==> src/include/intra_defs.svh <==
// Intra mode decision engine
// Build-time sizes for block, pixels, credits and queue depths

`ifndef INTRA_DEFS_SVH
`define INTRA_DEFS_SVH

// Block edge in pixels as a power of two
`define INTRA_BLK_DIM 4

// Pixel width
`define INTRA_PIX_W 8

// Request queue depth and initial requester credits
`define INTRA_REQ_CREDITS 4

// Result channel credits and result queue depth
`define INTRA_RES_CREDITS 2
`define INTRA_RES_QDEPTH 2

`endif

==> src/logic/intra_pkg.sv <==
// Intra mode decision types
// Pixel, row and block types, request and result payloads,
// mode encoding and per-mode header cost

`default_nettype none

`include "intra_defs.svh"

package intra_pkg;

    typedef logic [`INTRA_PIX_W-1:0] pix_t;

    // Column c of a row is element c
    typedef pix_t [`INTRA_BLK_DIM-1:0] pix_row_t;

    // Row r of a block is element r
    typedef pix_row_t [`INTRA_BLK_DIM-1:0] pix_blk_t;

    typedef enum logic [1:0] {
        MODE_DC = 2'd0,
        MODE_TM = 2'd1,
        MODE_VE = 2'd2,
        MODE_HE = 2'd3
    } intra_mode_e;

    typedef struct packed {
        logic [9:0]  blk_x;
        logic [9:0]  blk_y;
        logic [15:0] lambda;
        pix_t        top_left;
        pix_row_t    top;
        pix_row_t    left;
        pix_blk_t    src;
    } intra_req_t;

    typedef struct packed {
        logic [9:0]  blk_x;
        logic [9:0]  blk_y;
        intra_mode_e mode;
        logic [31:0] score;
        pix_blk_t    pred;
    } intra_res_t;

    // Header cost indexed by mode
    localparam logic [3:0][15:0] mode_cost = {16'd919, 16'd872, 16'd919, 16'd663};

endpackage

`default_nettype wire

==> src/logic/credit_fifo.sv <==
// Credit queue
// Circular buffer with read and write pointers and an occupancy
// count, for any packed payload type

`timescale 1ns/1ns
`default_nettype none

module credit_fifo #(
    parameter type payload_t = logic,
    parameter int  DEPTH     = 2
) (
    input  logic     clk,
    input  logic     rst_n,
    input  logic     push,
    input  payload_t push_data,
    input  logic     pop,
    output payload_t head,
    output logic     not_empty,
    output logic     full
);

    localparam int PTR_W = (DEPTH > 1) ? $clog2(DEPTH) : 1;
    localparam int CNT_W = $clog2(DEPTH + 1);

    payload_t mem [DEPTH];

    logic [PTR_W-1:0] wr_ptr;
    logic [PTR_W-1:0] rd_ptr;
    logic [CNT_W-1:0] count;

    // Wrap also for depths that are not a power of two
    function automatic logic [PTR_W-1:0] ptr_next(input logic [PTR_W-1:0] p);
        if (p == PTR_W'(DEPTH - 1)) begin
            return '0;
        end
        return p + 1'b1;
    endfunction

    always_ff @(posedge clk or negedge rst_n) begin
        if (!rst_n) begin
            wr_ptr <= '0;
            rd_ptr <= '0;
            count  <= '0;
        end else begin
            if (push) begin
                wr_ptr <= ptr_next(wr_ptr);
            end
            if (pop) begin
                rd_ptr <= ptr_next(rd_ptr);
            end
            case ({push, pop})
                2'b10:   count <= count + 1'b1;
                2'b01:   count <= count - 1'b1;
                default: count <= count;
            endcase
        end
    end

    always_ff @(posedge clk) begin
        if (push) begin
            mem[wr_ptr] <= push_data;
        end
    end

    assign head      = mem[rd_ptr];
    assign not_empty = (count != '0);
    assign full      = (count == CNT_W'(DEPTH));

endmodule

`default_nettype wire

==> src/logic/intra_pred_gen.sv <==
// Intra prediction generator
// Builds DC, TrueMotion, vertical and horizontal predictions
// from the edge pixels in combinational logic

`timescale 1ns/1ns
`default_nettype none

`include "intra_defs.svh"

module intra_pred_gen import intra_pkg::*; (
    input  logic [9:0] blk_x,
    input  logic [9:0] blk_y,
    input  pix_t       top_left,
    input  pix_row_t   top,
    input  pix_row_t   left,
    output pix_blk_t   pred_dc,
    output pix_blk_t   pred_tm,
    output pix_blk_t   pred_ve,
    output pix_blk_t   pred_he
);

    localparam int SHIFT = $clog2(`INTRA_BLK_DIM);
    localparam int SUM_W = `INTRA_PIX_W + SHIFT + 1;

    logic                        has_top;
    logic                        has_left;
    logic [SUM_W-1:0]            sum_top;
    logic [SUM_W-1:0]            sum_left;
    logic [SUM_W-1:0]            dc_sum;
    pix_t                        dc_val;
    logic signed [`INTRA_PIX_W+1:0] tm_val;

    // Edge availability from block position
    assign has_top  = (blk_y != '0);
    assign has_left = (blk_x != '0);

    // ------------------------------------------------------------
    // DC
    // ------------------------------------------------------------
    always_comb begin
        sum_top  = '0;
        sum_left = '0;
        for (int i = 0; i < `INTRA_BLK_DIM; i++) begin
            sum_top  = sum_top + SUM_W'(top[i]);
            sum_left = sum_left + SUM_W'(left[i]);
        end
        if (has_top && has_left) begin
            dc_sum = (sum_top + sum_left + SUM_W'(`INTRA_BLK_DIM)) >> (SHIFT + 1);
        end else if (has_top) begin
            dc_sum = (sum_top + SUM_W'(`INTRA_BLK_DIM / 2)) >> SHIFT;
        end else if (has_left) begin
            dc_sum = (sum_left + SUM_W'(`INTRA_BLK_DIM / 2)) >> SHIFT;
        end else begin
            dc_sum = SUM_W'(1 << (`INTRA_PIX_W - 1));
        end
        dc_val = dc_sum[`INTRA_PIX_W-1:0];
    end

    // ------------------------------------------------------------
    // TM, VE, HE
    // ------------------------------------------------------------
    always_comb begin
        tm_val = '0;
        for (int r = 0; r < `INTRA_BLK_DIM; r++) begin
            for (int c = 0; c < `INTRA_BLK_DIM; c++) begin
                pred_dc[r][c] = dc_val;
                pred_ve[r][c] = top[c];
                pred_he[r][c] = left[r];
                tm_val = $signed({2'b00, left[r]}) + $signed({2'b00, top[c]})
                         - $signed({2'b00, top_left});
                // Clip to pixel range
                if (tm_val < 0) begin
                    pred_tm[r][c] = '0;
                end else if (tm_val > $signed({2'b00, {`INTRA_PIX_W{1'b1}}})) begin
                    pred_tm[r][c] = '1;
                end else begin
                    pred_tm[r][c] = tm_val[`INTRA_PIX_W-1:0];
                end
            end
        end
    end

endmodule

`default_nettype wire

==> src/logic/intra_mode_search.sv <==
// Intra mode search
// Accumulates the SSE of each candidate one row per cycle in the
// order HE, VE, TM, DC, scores it and keeps the best mode

`timescale 1ns/1ns
`default_nettype none

`include "intra_defs.svh"

module intra_mode_search import intra_pkg::*; (
    input  logic       clk,
    input  logic       rst_n,
    input  logic       req_avail,
    input  intra_req_t req,
    output logic       req_pop,
    output intra_req_t cur_req,
    input  pix_blk_t   pred_dc,
    input  pix_blk_t   pred_tm,
    input  pix_blk_t   pred_ve,
    input  pix_blk_t   pred_he,
    input  logic       res_full,
    output logic       res_push,
    output intra_res_t res
);

    localparam int ROW_W = (`INTRA_BLK_DIM > 1) ? $clog2(`INTRA_BLK_DIM) : 1;
    localparam logic [ROW_W-1:0] LAST_ROW = ROW_W'(`INTRA_BLK_DIM - 1);

    typedef enum logic [1:0] {
        S_IDLE,
        S_ACC,
        S_CMP,
        S_PUSH
    } state_e;

    state_e      state;
    logic [ROW_W-1:0] row_cnt;
    intra_mode_e cur_mode;

    pix_blk_t    cand;
    logic signed [`INTRA_PIX_W:0] diff;
    logic [2*`INTRA_PIX_W-1:0] sq;
    logic [31:0] row_sse;
    logic [31:0] sse;
    logic [31:0] score;
    logic [31:0] best_score;
    intra_mode_e best_mode;
    pix_blk_t    best_pred;

    assign req_pop  = (state == S_IDLE) && req_avail;
    assign res_push = (state == S_PUSH) && !res_full;

    // ------------------------------------------------------------
    // Candidate row error and score
    // ------------------------------------------------------------
    always_comb begin
        case (cur_mode)
            MODE_DC: cand = pred_dc;
            MODE_TM: cand = pred_tm;
            MODE_VE: cand = pred_ve;
            default: cand = pred_he;
        endcase
        row_sse = '0;
        diff    = '0;
        sq      = '0;
        for (int c = 0; c < `INTRA_BLK_DIM; c++) begin
            diff    = $signed({1'b0, cur_req.src[row_cnt][c]})
                      - $signed({1'b0, cand[row_cnt][c]});
            sq      = (2*`INTRA_PIX_W)'(diff * diff);
            row_sse = row_sse + 32'(sq);
        end
    end

    assign score = (sse << 8) + 32'(cur_req.lambda) * 32'(mode_cost[cur_mode]);

    // ------------------------------------------------------------
    // Control
    // ------------------------------------------------------------
    always_ff @(posedge clk or negedge rst_n) begin
        if (!rst_n) begin
            state    <= S_IDLE;
            row_cnt  <= '0;
            cur_mode <= MODE_HE;
        end else begin
            case (state)
                S_IDLE: begin
                    if (req_pop) begin
                        state    <= S_ACC;
                        row_cnt  <= '0;
                        cur_mode <= MODE_HE;
                    end
                end
                S_ACC: begin
                    if (row_cnt == LAST_ROW) begin
                        row_cnt <= '0;
                        state   <= S_CMP;
                    end else begin
                        row_cnt <= row_cnt + 1'b1;
                    end
                end
                S_CMP: begin
                    if (cur_mode == MODE_DC) begin
                        state <= S_PUSH;
                    end else begin
                        cur_mode <= intra_mode_e'(cur_mode - 1'b1);
                        state    <= S_ACC;
                    end
                end
                S_PUSH: begin
                    // Hold the result while the output queue is full
                    if (res_push) begin
                        state <= S_IDLE;
                    end
                end
                default: state <= S_IDLE;
            endcase
        end
    end

    // Datapath where later modes win ties
    always_ff @(posedge clk) begin
        if (req_pop) begin
            cur_req    <= req;
            sse        <= '0;
            best_score <= '1;
        end
        if (state == S_ACC) begin
            sse <= sse + row_sse;
        end
        if (state == S_CMP) begin
            sse <= '0;
            if (score <= best_score) begin
                best_score <= score;
                best_mode  <= cur_mode;
                best_pred  <= cand;
            end
        end
    end

    assign res = '{blk_x: cur_req.blk_x, blk_y: cur_req.blk_y, mode: best_mode,
                   score: best_score, pred: best_pred};

endmodule

`default_nettype wire

==> src/logic/intra_result_tx.sv <==
// Intra result sender
// Queues results and sends them while send credits remain

`timescale 1ns/1ns
`default_nettype none

`include "intra_defs.svh"

module intra_result_tx import intra_pkg::*; (
    input  logic       clk,
    input  logic       rst_n,
    input  logic       push,
    input  intra_res_t push_data,
    output logic       full,
    input  logic       res_credit,
    output logic       res_valid,
    output intra_res_t res
);

    localparam int CNT_W = $clog2(`INTRA_RES_CREDITS + 1);

    logic             fifo_not_empty;
    logic             send;
    logic [CNT_W-1:0] credit_cnt;

    credit_fifo #(
        .payload_t (intra_res_t),
        .DEPTH     (`INTRA_RES_QDEPTH)
    ) u_res_fifo (
        .clk       (clk),
        .rst_n     (rst_n),
        .push      (push),
        .push_data (push_data),
        .pop       (send),
        .head      (res),
        .not_empty (fifo_not_empty),
        .full      (full)
    );

    assign send      = fifo_not_empty && (credit_cnt != '0);
    assign res_valid = send;

    // Send credit counter
    always_ff @(posedge clk or negedge rst_n) begin
        if (!rst_n) begin
            credit_cnt <= CNT_W'(`INTRA_RES_CREDITS);
        end else begin
            case ({send, res_credit})
                2'b10:   credit_cnt <= credit_cnt - 1'b1;
                2'b01:   credit_cnt <= credit_cnt + 1'b1;
                default: credit_cnt <= credit_cnt;
            endcase
        end
    end

endmodule

`default_nettype wire

==> src/logic/intra_pick_best.sv <==
// Intra pick-best top level
// Request queue, prediction generator, mode search and result
// sender with credit flow control on both channels

`timescale 1ns/1ns
`default_nettype none

`include "intra_defs.svh"

module intra_pick_best import intra_pkg::*; (
    input  logic       clk,
    input  logic       rst_n,
    input  logic       req_valid,
    input  intra_req_t req,
    output logic       req_credit,
    output logic       res_valid,
    output intra_res_t res,
    input  logic       res_credit
);

    logic       req_avail;
    intra_req_t req_head;
    intra_req_t cur_req;
    pix_blk_t   pred_dc;
    pix_blk_t   pred_tm;
    pix_blk_t   pred_ve;
    pix_blk_t   pred_he;
    logic       res_push;
    logic       res_full;
    intra_res_t res_data;

    // ------------------------------------------------------------
    // Input side
    // ------------------------------------------------------------
    credit_fifo #(
        .payload_t (intra_req_t),
        .DEPTH     (`INTRA_REQ_CREDITS)
    ) u_req_fifo (
        .clk       (clk),
        .rst_n     (rst_n),
        .push      (req_valid),
        .push_data (req),
        .pop       (req_credit),
        .head      (req_head),
        .not_empty (req_avail),
        .full      ()
    );

    // ------------------------------------------------------------
    // Processing
    // ------------------------------------------------------------
    intra_pred_gen u_pred_gen (
        .blk_x    (cur_req.blk_x),
        .blk_y    (cur_req.blk_y),
        .top_left (cur_req.top_left),
        .top      (cur_req.top),
        .left     (cur_req.left),
        .pred_dc  (pred_dc),
        .pred_tm  (pred_tm),
        .pred_ve  (pred_ve),
        .pred_he  (pred_he)
    );

    // Each pop returns one request credit
    intra_mode_search u_mode_search (
        .clk       (clk),
        .rst_n     (rst_n),
        .req_avail (req_avail),
        .req       (req_head),
        .req_pop   (req_credit),
        .cur_req   (cur_req),
        .pred_dc   (pred_dc),
        .pred_tm   (pred_tm),
        .pred_ve   (pred_ve),
        .pred_he   (pred_he),
        .res_full  (res_full),
        .res_push  (res_push),
        .res       (res_data)
    );

    // ------------------------------------------------------------
    // Output side
    // ------------------------------------------------------------
    intra_result_tx u_result_tx (
        .clk        (clk),
        .rst_n      (rst_n),
        .push       (res_push),
        .push_data  (res_data),
        .full       (res_full),
        .res_credit (res_credit),
        .res_valid  (res_valid),
        .res        (res)
    );

endmodule

`default_nettype wire

==> config.mk <==
export PLATFORM = sky130hd
export DESIGN_NAME = intra_pick_best
export DESIGN_NICKNAME = d
export VERILOG_FILES = /design/src/logic/intra_pkg.sv /design/src/logic/credit_fifo.sv /design/src/logic/intra_pred_gen.sv /design/src/logic/intra_mode_search.sv /design/src/logic/intra_result_tx.sv /design/src/logic/intra_pick_best.sv
export VERILOG_INCLUDE_DIRS = /design/src /design/src/include
export SDC_FILE = /design/constraint.sdc
export NUM_CORES = 2
export LEC_CHECK = 0
export ABC_AREA = 1
export BUFFER_PORTS_ARGS = -buffer_cell sky130_fd_sc_hd__clkbuf_2
export CAP_MARGIN = 20
export CORE_MARGIN = 5
export CORE_UTILIZATION = 27
export DETAILED_ROUTE_END_ITERATION = 6
export GPL_ROUTABILITY_DRIVEN = 1
export PLACE_DENSITY_LB_ADDON = 0.12
export SLEW_MARGIN = 0
export SYNTH_ARGS = -nofsm -noshare
export SYNTH_HDL_FRONTEND = slang
export SYNTH_SLANG_ARGS = --single-unit
==> constraint.sdc <==
create_clock -name clk -period 25.2 [get_ports clk]
set_input_delay 1.26 -clock clk [delete_from_list [all_inputs] [get_ports clk]]
set_output_delay 1.26 -clock clk [all_outputs]
set_load 0.03 [all_outputs]
==> qor.json <==
{
  "run_status": {"value": "complete, no violations"},
  "ys_seq_elements": {"value": 1749},
  "start_util": {"value": 0.271},
  "hold_path_end": {"value": "u_result_tx.u_res_fifo.mem[1][25]"},
  "reg2reg_from": {"value": "u_mode_search.cur_req[128]"},
  "req_time_crit_path": {"value": 25.91, "unit": "ns"},
  "fin_worst_skew": {"value": 0.0818, "unit": "ns"},
  "worst_path_max_delay_cell": {"value": "edfxtp_1"},
  "min_path_cells": {"value": 0},
  "drtIter0Drc": {"value": 4850},
  "detail_route.wirelength": {"value": 356000, "unit": "µm"},
  "grt_usage": {"value": 0.187},
  "clock_sinks": {"value": 1749},
  "synth.top_cell.area_share": {"value": 0.520},
  "post-route-period-util": {"value": 0.626},
  "clock-root-buffer": {"value": "clkbuf_16"},
  "synth_top_area_cell": {"value": "edfxtp_1"},
  "placementRows": {"value": 219},
  "placement.io_buffers": {"value": 423},
  "synth_nets": {"value": 10200},
  "floorplan.die.width": {"value": 608, "unit": "µm"},
  "numCtsBuffers": {"value": 208},
  "fp.dieH": {"value": 608, "unit": "µm"},
  "hold_crit_class": {"value": "reg -> reg"},
  "critPathMostFrequentCell": {"value": "inv_1"},
  "worst_r2r_path_depth": {"value": 75},
  "syn-instance-count": {"value": 8932},
  "layout.cells.most_common_list": {"value": "edfxtp_1, nand2_1, inv_1, nor2_1, o21ai_0"},
  "total_number_of_vias": {"value": 66900},
  "firstDrtPassIters": {"value": 7},
  "async_flop_share": {"value": 0.0109},
  "drt-vias-per-instance": {"value": 4.67},
  "fmax": {"value": 0.0634, "unit": "GHz"},
  "timing_hold_violations_final": {"value": 0},
  "ratio_of_cells_with_drive_above_1_in_the_final_layout": {"value": 0.0945},
  "synthFlopType": {"value": "edfxtp_1"},
  "cpPeakStageDelay": {"value": 0.60, "unit": "ns"},
  "fin_util": {"value": 0.311},
  "final_nets": {"value": 10700},
  "timing.slew.headroom": {"value": 0.159},
  "detail_route_antenna_nets": {"value": 0},
  "setup_tns": {"value": 0, "unit": "ns"},
  "vias_in_the_first_global_route": {"value": 67000},
  "initial_antenna_violation_count": {"value": 90},
  "synthToLayoutAreaGrowth": {"value": 14.8, "unit": "%"},
  "ys_top_cells_by_area": {"value": "edfxtp_1, fa_1, ha_1, nand2_1, inv_1"},
  "critical_path.max_fanout": {"value": 6},
  "cts-hold-fix-buffers": {"value": 0},
  "min-delay-start": {"value": "u_mode_search.res[25]"},
  "final_max_slew_viol_count": {"value": 0},
  "synth.yosys.seq_area_share": {"value": 0.537},
  "period_minus_slack": {"value": 15.78, "unit": "ns"},
  "max_cap_violations": {"value": 0},
  "gr-total-overflow": {"value": 0},
  "final_common_cell": {"value": "edfxtp_1"},
  "worst_skew_pair.late_latency": {"value": 0.90, "unit": "ns"},
  "remaining_drc_errors": {"value": 0},
  "cts_htree_levels": {"value": 4},
  "clock_pin_slew_reported_for_the_worst_setup_and_hold_paths_after_clock_tree_synthesis": {"value": 0.07, "unit": "ns"},
  "cp.arrival": {"value": 16.49, "unit": "ns"},
  "grt_start_max_net_pins": {"value": 182},
  "criticalPathCategory": {"value": "reg -> reg"},
  "critical_path_end_type": {"value": "flop"},
  "worstMarginPinSlew": {"value": 1.26, "unit": "ns"},
  "yosysWarningCount": {"value": 0},
  "tritoncts": {"value": "yes"},
  "wire_per_inst": {"value": 24.8, "unit": "µm"},
  "grt_first_pass_wirelength": {"value": 503000, "unit": "µm"},
  "synth_cell_types": {"value": 54},
  "place_hpwl": {"value": 264000, "unit": "µm"},
  "critical_path.startpoint_type": {"value": "flop"},
  "filler_cell_count": {"value": 36600},
  "synth_enable_flop_cells": {"value": 1674},
  "rrSetupSlack": {"value": 9.42, "unit": "ns"},
  "cts_setup_buffers": {"value": 0},
  "placeableCoreArea": {"value": 356000, "unit": "µm²"},
  "globalplace.congestion": {"value": 0.967},
  "grt_setup_unrepaired": {"value": "false"},
  "post_synth_instance_area": {"value": 96600, "unit": "µm²"},
  "final-setup-viol-count": {"value": 0},
  "syn_avg_cell_area": {"value": 10.8, "unit": "µm²"},
  "boundaryPins": {"value": 424},
  "ctsResizeCount": {"value": 0},
  "cts-root-to-sink-buffers": {"value": 4},
  "die_area": {"value": 370000, "unit": "µm²"},
  "r2r-end": {"value": "u_mode_search.sse[22]"}
}
worst max-delay path: cells and delay by family (launching register included):
kind | cells | cell delay, ns
fa+ha+maj | 17 | 7.03
simple gates | 25 | 3.37
compound gates | 14 | 2.62
buf+inv | 15 | 1.18
xor+xnor | 4 | 0.79
flops | 1 | 0.60
synthesized netlist by cell type (8+ instances only):
cell / instances
o21ai_1: 17
xnor2_1: 107
edfxtp_1: 1674
buf_2: 13
nand3_1: 183
ha_1: 530
fa_1: 523
dfrtp_1: 16
nand4_1: 48
o211ai_1: 28
nor2_1: 875
o21ai_0: 727
inv_2: 8
clkbuf_1: 240
nor3_1: 17
or2_2: 13
xor2_1: 141
o21bai_1: 22
nand2_2: 18
dfxtp_1: 56
inv_1: 1208
a31oi_1: 45
buf_1: 27
o22ai_1: 271
nand2_1: 1586
a21oi_1: 424
a21o_1: 23
routing by layer:
layer / vias up / track usage / wire, µm
met5: - / 0 / 494
li1: 31000 / - / -
met2: 1786 / 0.304 / 163000
met3: 470 / 0.0371 / 22200
met4: 72 / 0.0563 / 12400
met1: 33500 / 0.254 / 158000
metrics by stage:
step                cell area, µm²  instances  hold WS, ns  setup WS (ns)
floorplan                    96600       8932        0.421          11.94
global placement            104000      13900        0.424           9.45
detailed placement          104000      13900        0.431           9.48
CTS                         111000      14300        0.328           9.33
global route                111000      14300        0.391           7.93
finish                      111000      14300        0.401           9.42
sequential cells by signal (all words and copies together), names as in the netlist:
name and flops:
u_result_tx.u_res_fifo.mem 364, u_mode_search.state 2, u_mode_search.cur_req 236, u_mode_search.res 128, u_req_fifo.rd_ptr 2, u_req_fifo.wr_ptr 2
u_mode_search.cur_mode 2, u_mode_search.row_cnt 2, u_result_tx.u_res_fifo.wr_ptr 1, u_mode_search.sse 24, u_req_fifo.count 3, u_mode_search.best_score 32
u_mode_search.best_mode 2, u_result_tx.credit_cnt 2, u_result_tx.u_res_fifo.rd_ptr 1, u_req_fifo.mem 944, u_result_tx.u_res_fifo.count 2
worst max-delay path by stage:
stage / start / to / slack (ns) / cells past startpoint
4_1_cts: u_mode_search.cur_req[128] / u_mode_search.sse[22] / 9.33 / 79
3_5_place_dp: u_mode_search.cur_req[128] / u_mode_search.sse[22] / 9.48 / 79
5_1_grt: u_mode_search.cur_req[161] / u_mode_search.sse[22] / 7.93 / 77
2_1_floorplan: u_mode_search.cur_req[128] / u_mode_search.sse[22] / 11.94 / 73
3_3_place_gp: u_mode_search.cur_req[136] / u_mode_search.sse[22] / 9.45 / 79
6_report: u_mode_search.cur_req[128] / u_mode_search.sse[22] / 9.42 / 75
cells by family (layout without fill, tap and decap cells):
family,after synthesis,after routing,synth area share
AND/OR/NAND/NOR,2777,2777,0.114
flip-flops,1749,1749,0.537
AO/OA/AOI/OAI,1590,1590,0.0895
buffers and inverters,1513,2114,0.0595
adder cells (fa/ha/maj),1053,1053,0.177
XOR/XNOR,250,250,0.0228
other,0,31,0
layout make-up:
cell class / instances / area, µm² / area share
clock buffer: 263 / 5480 / 0.0494
sequential: 1749 / 51900 / 0.468
antenna: 31 / 77.6 / 0.000699
multi-input combinational: 5670 / 39000 / 0.352
tap: 4751 / 5940 / 0.0536
inverter: 1223 / 4660 / 0.0420
timing repair buffer: 514 / 2880 / 0.0259
clock inverter: 114 / 980 / 0.00883
Power is left out: the tool's default activity adds up to more than one toggle a clock period on the data nets, which glitch-free logic cannot reach.
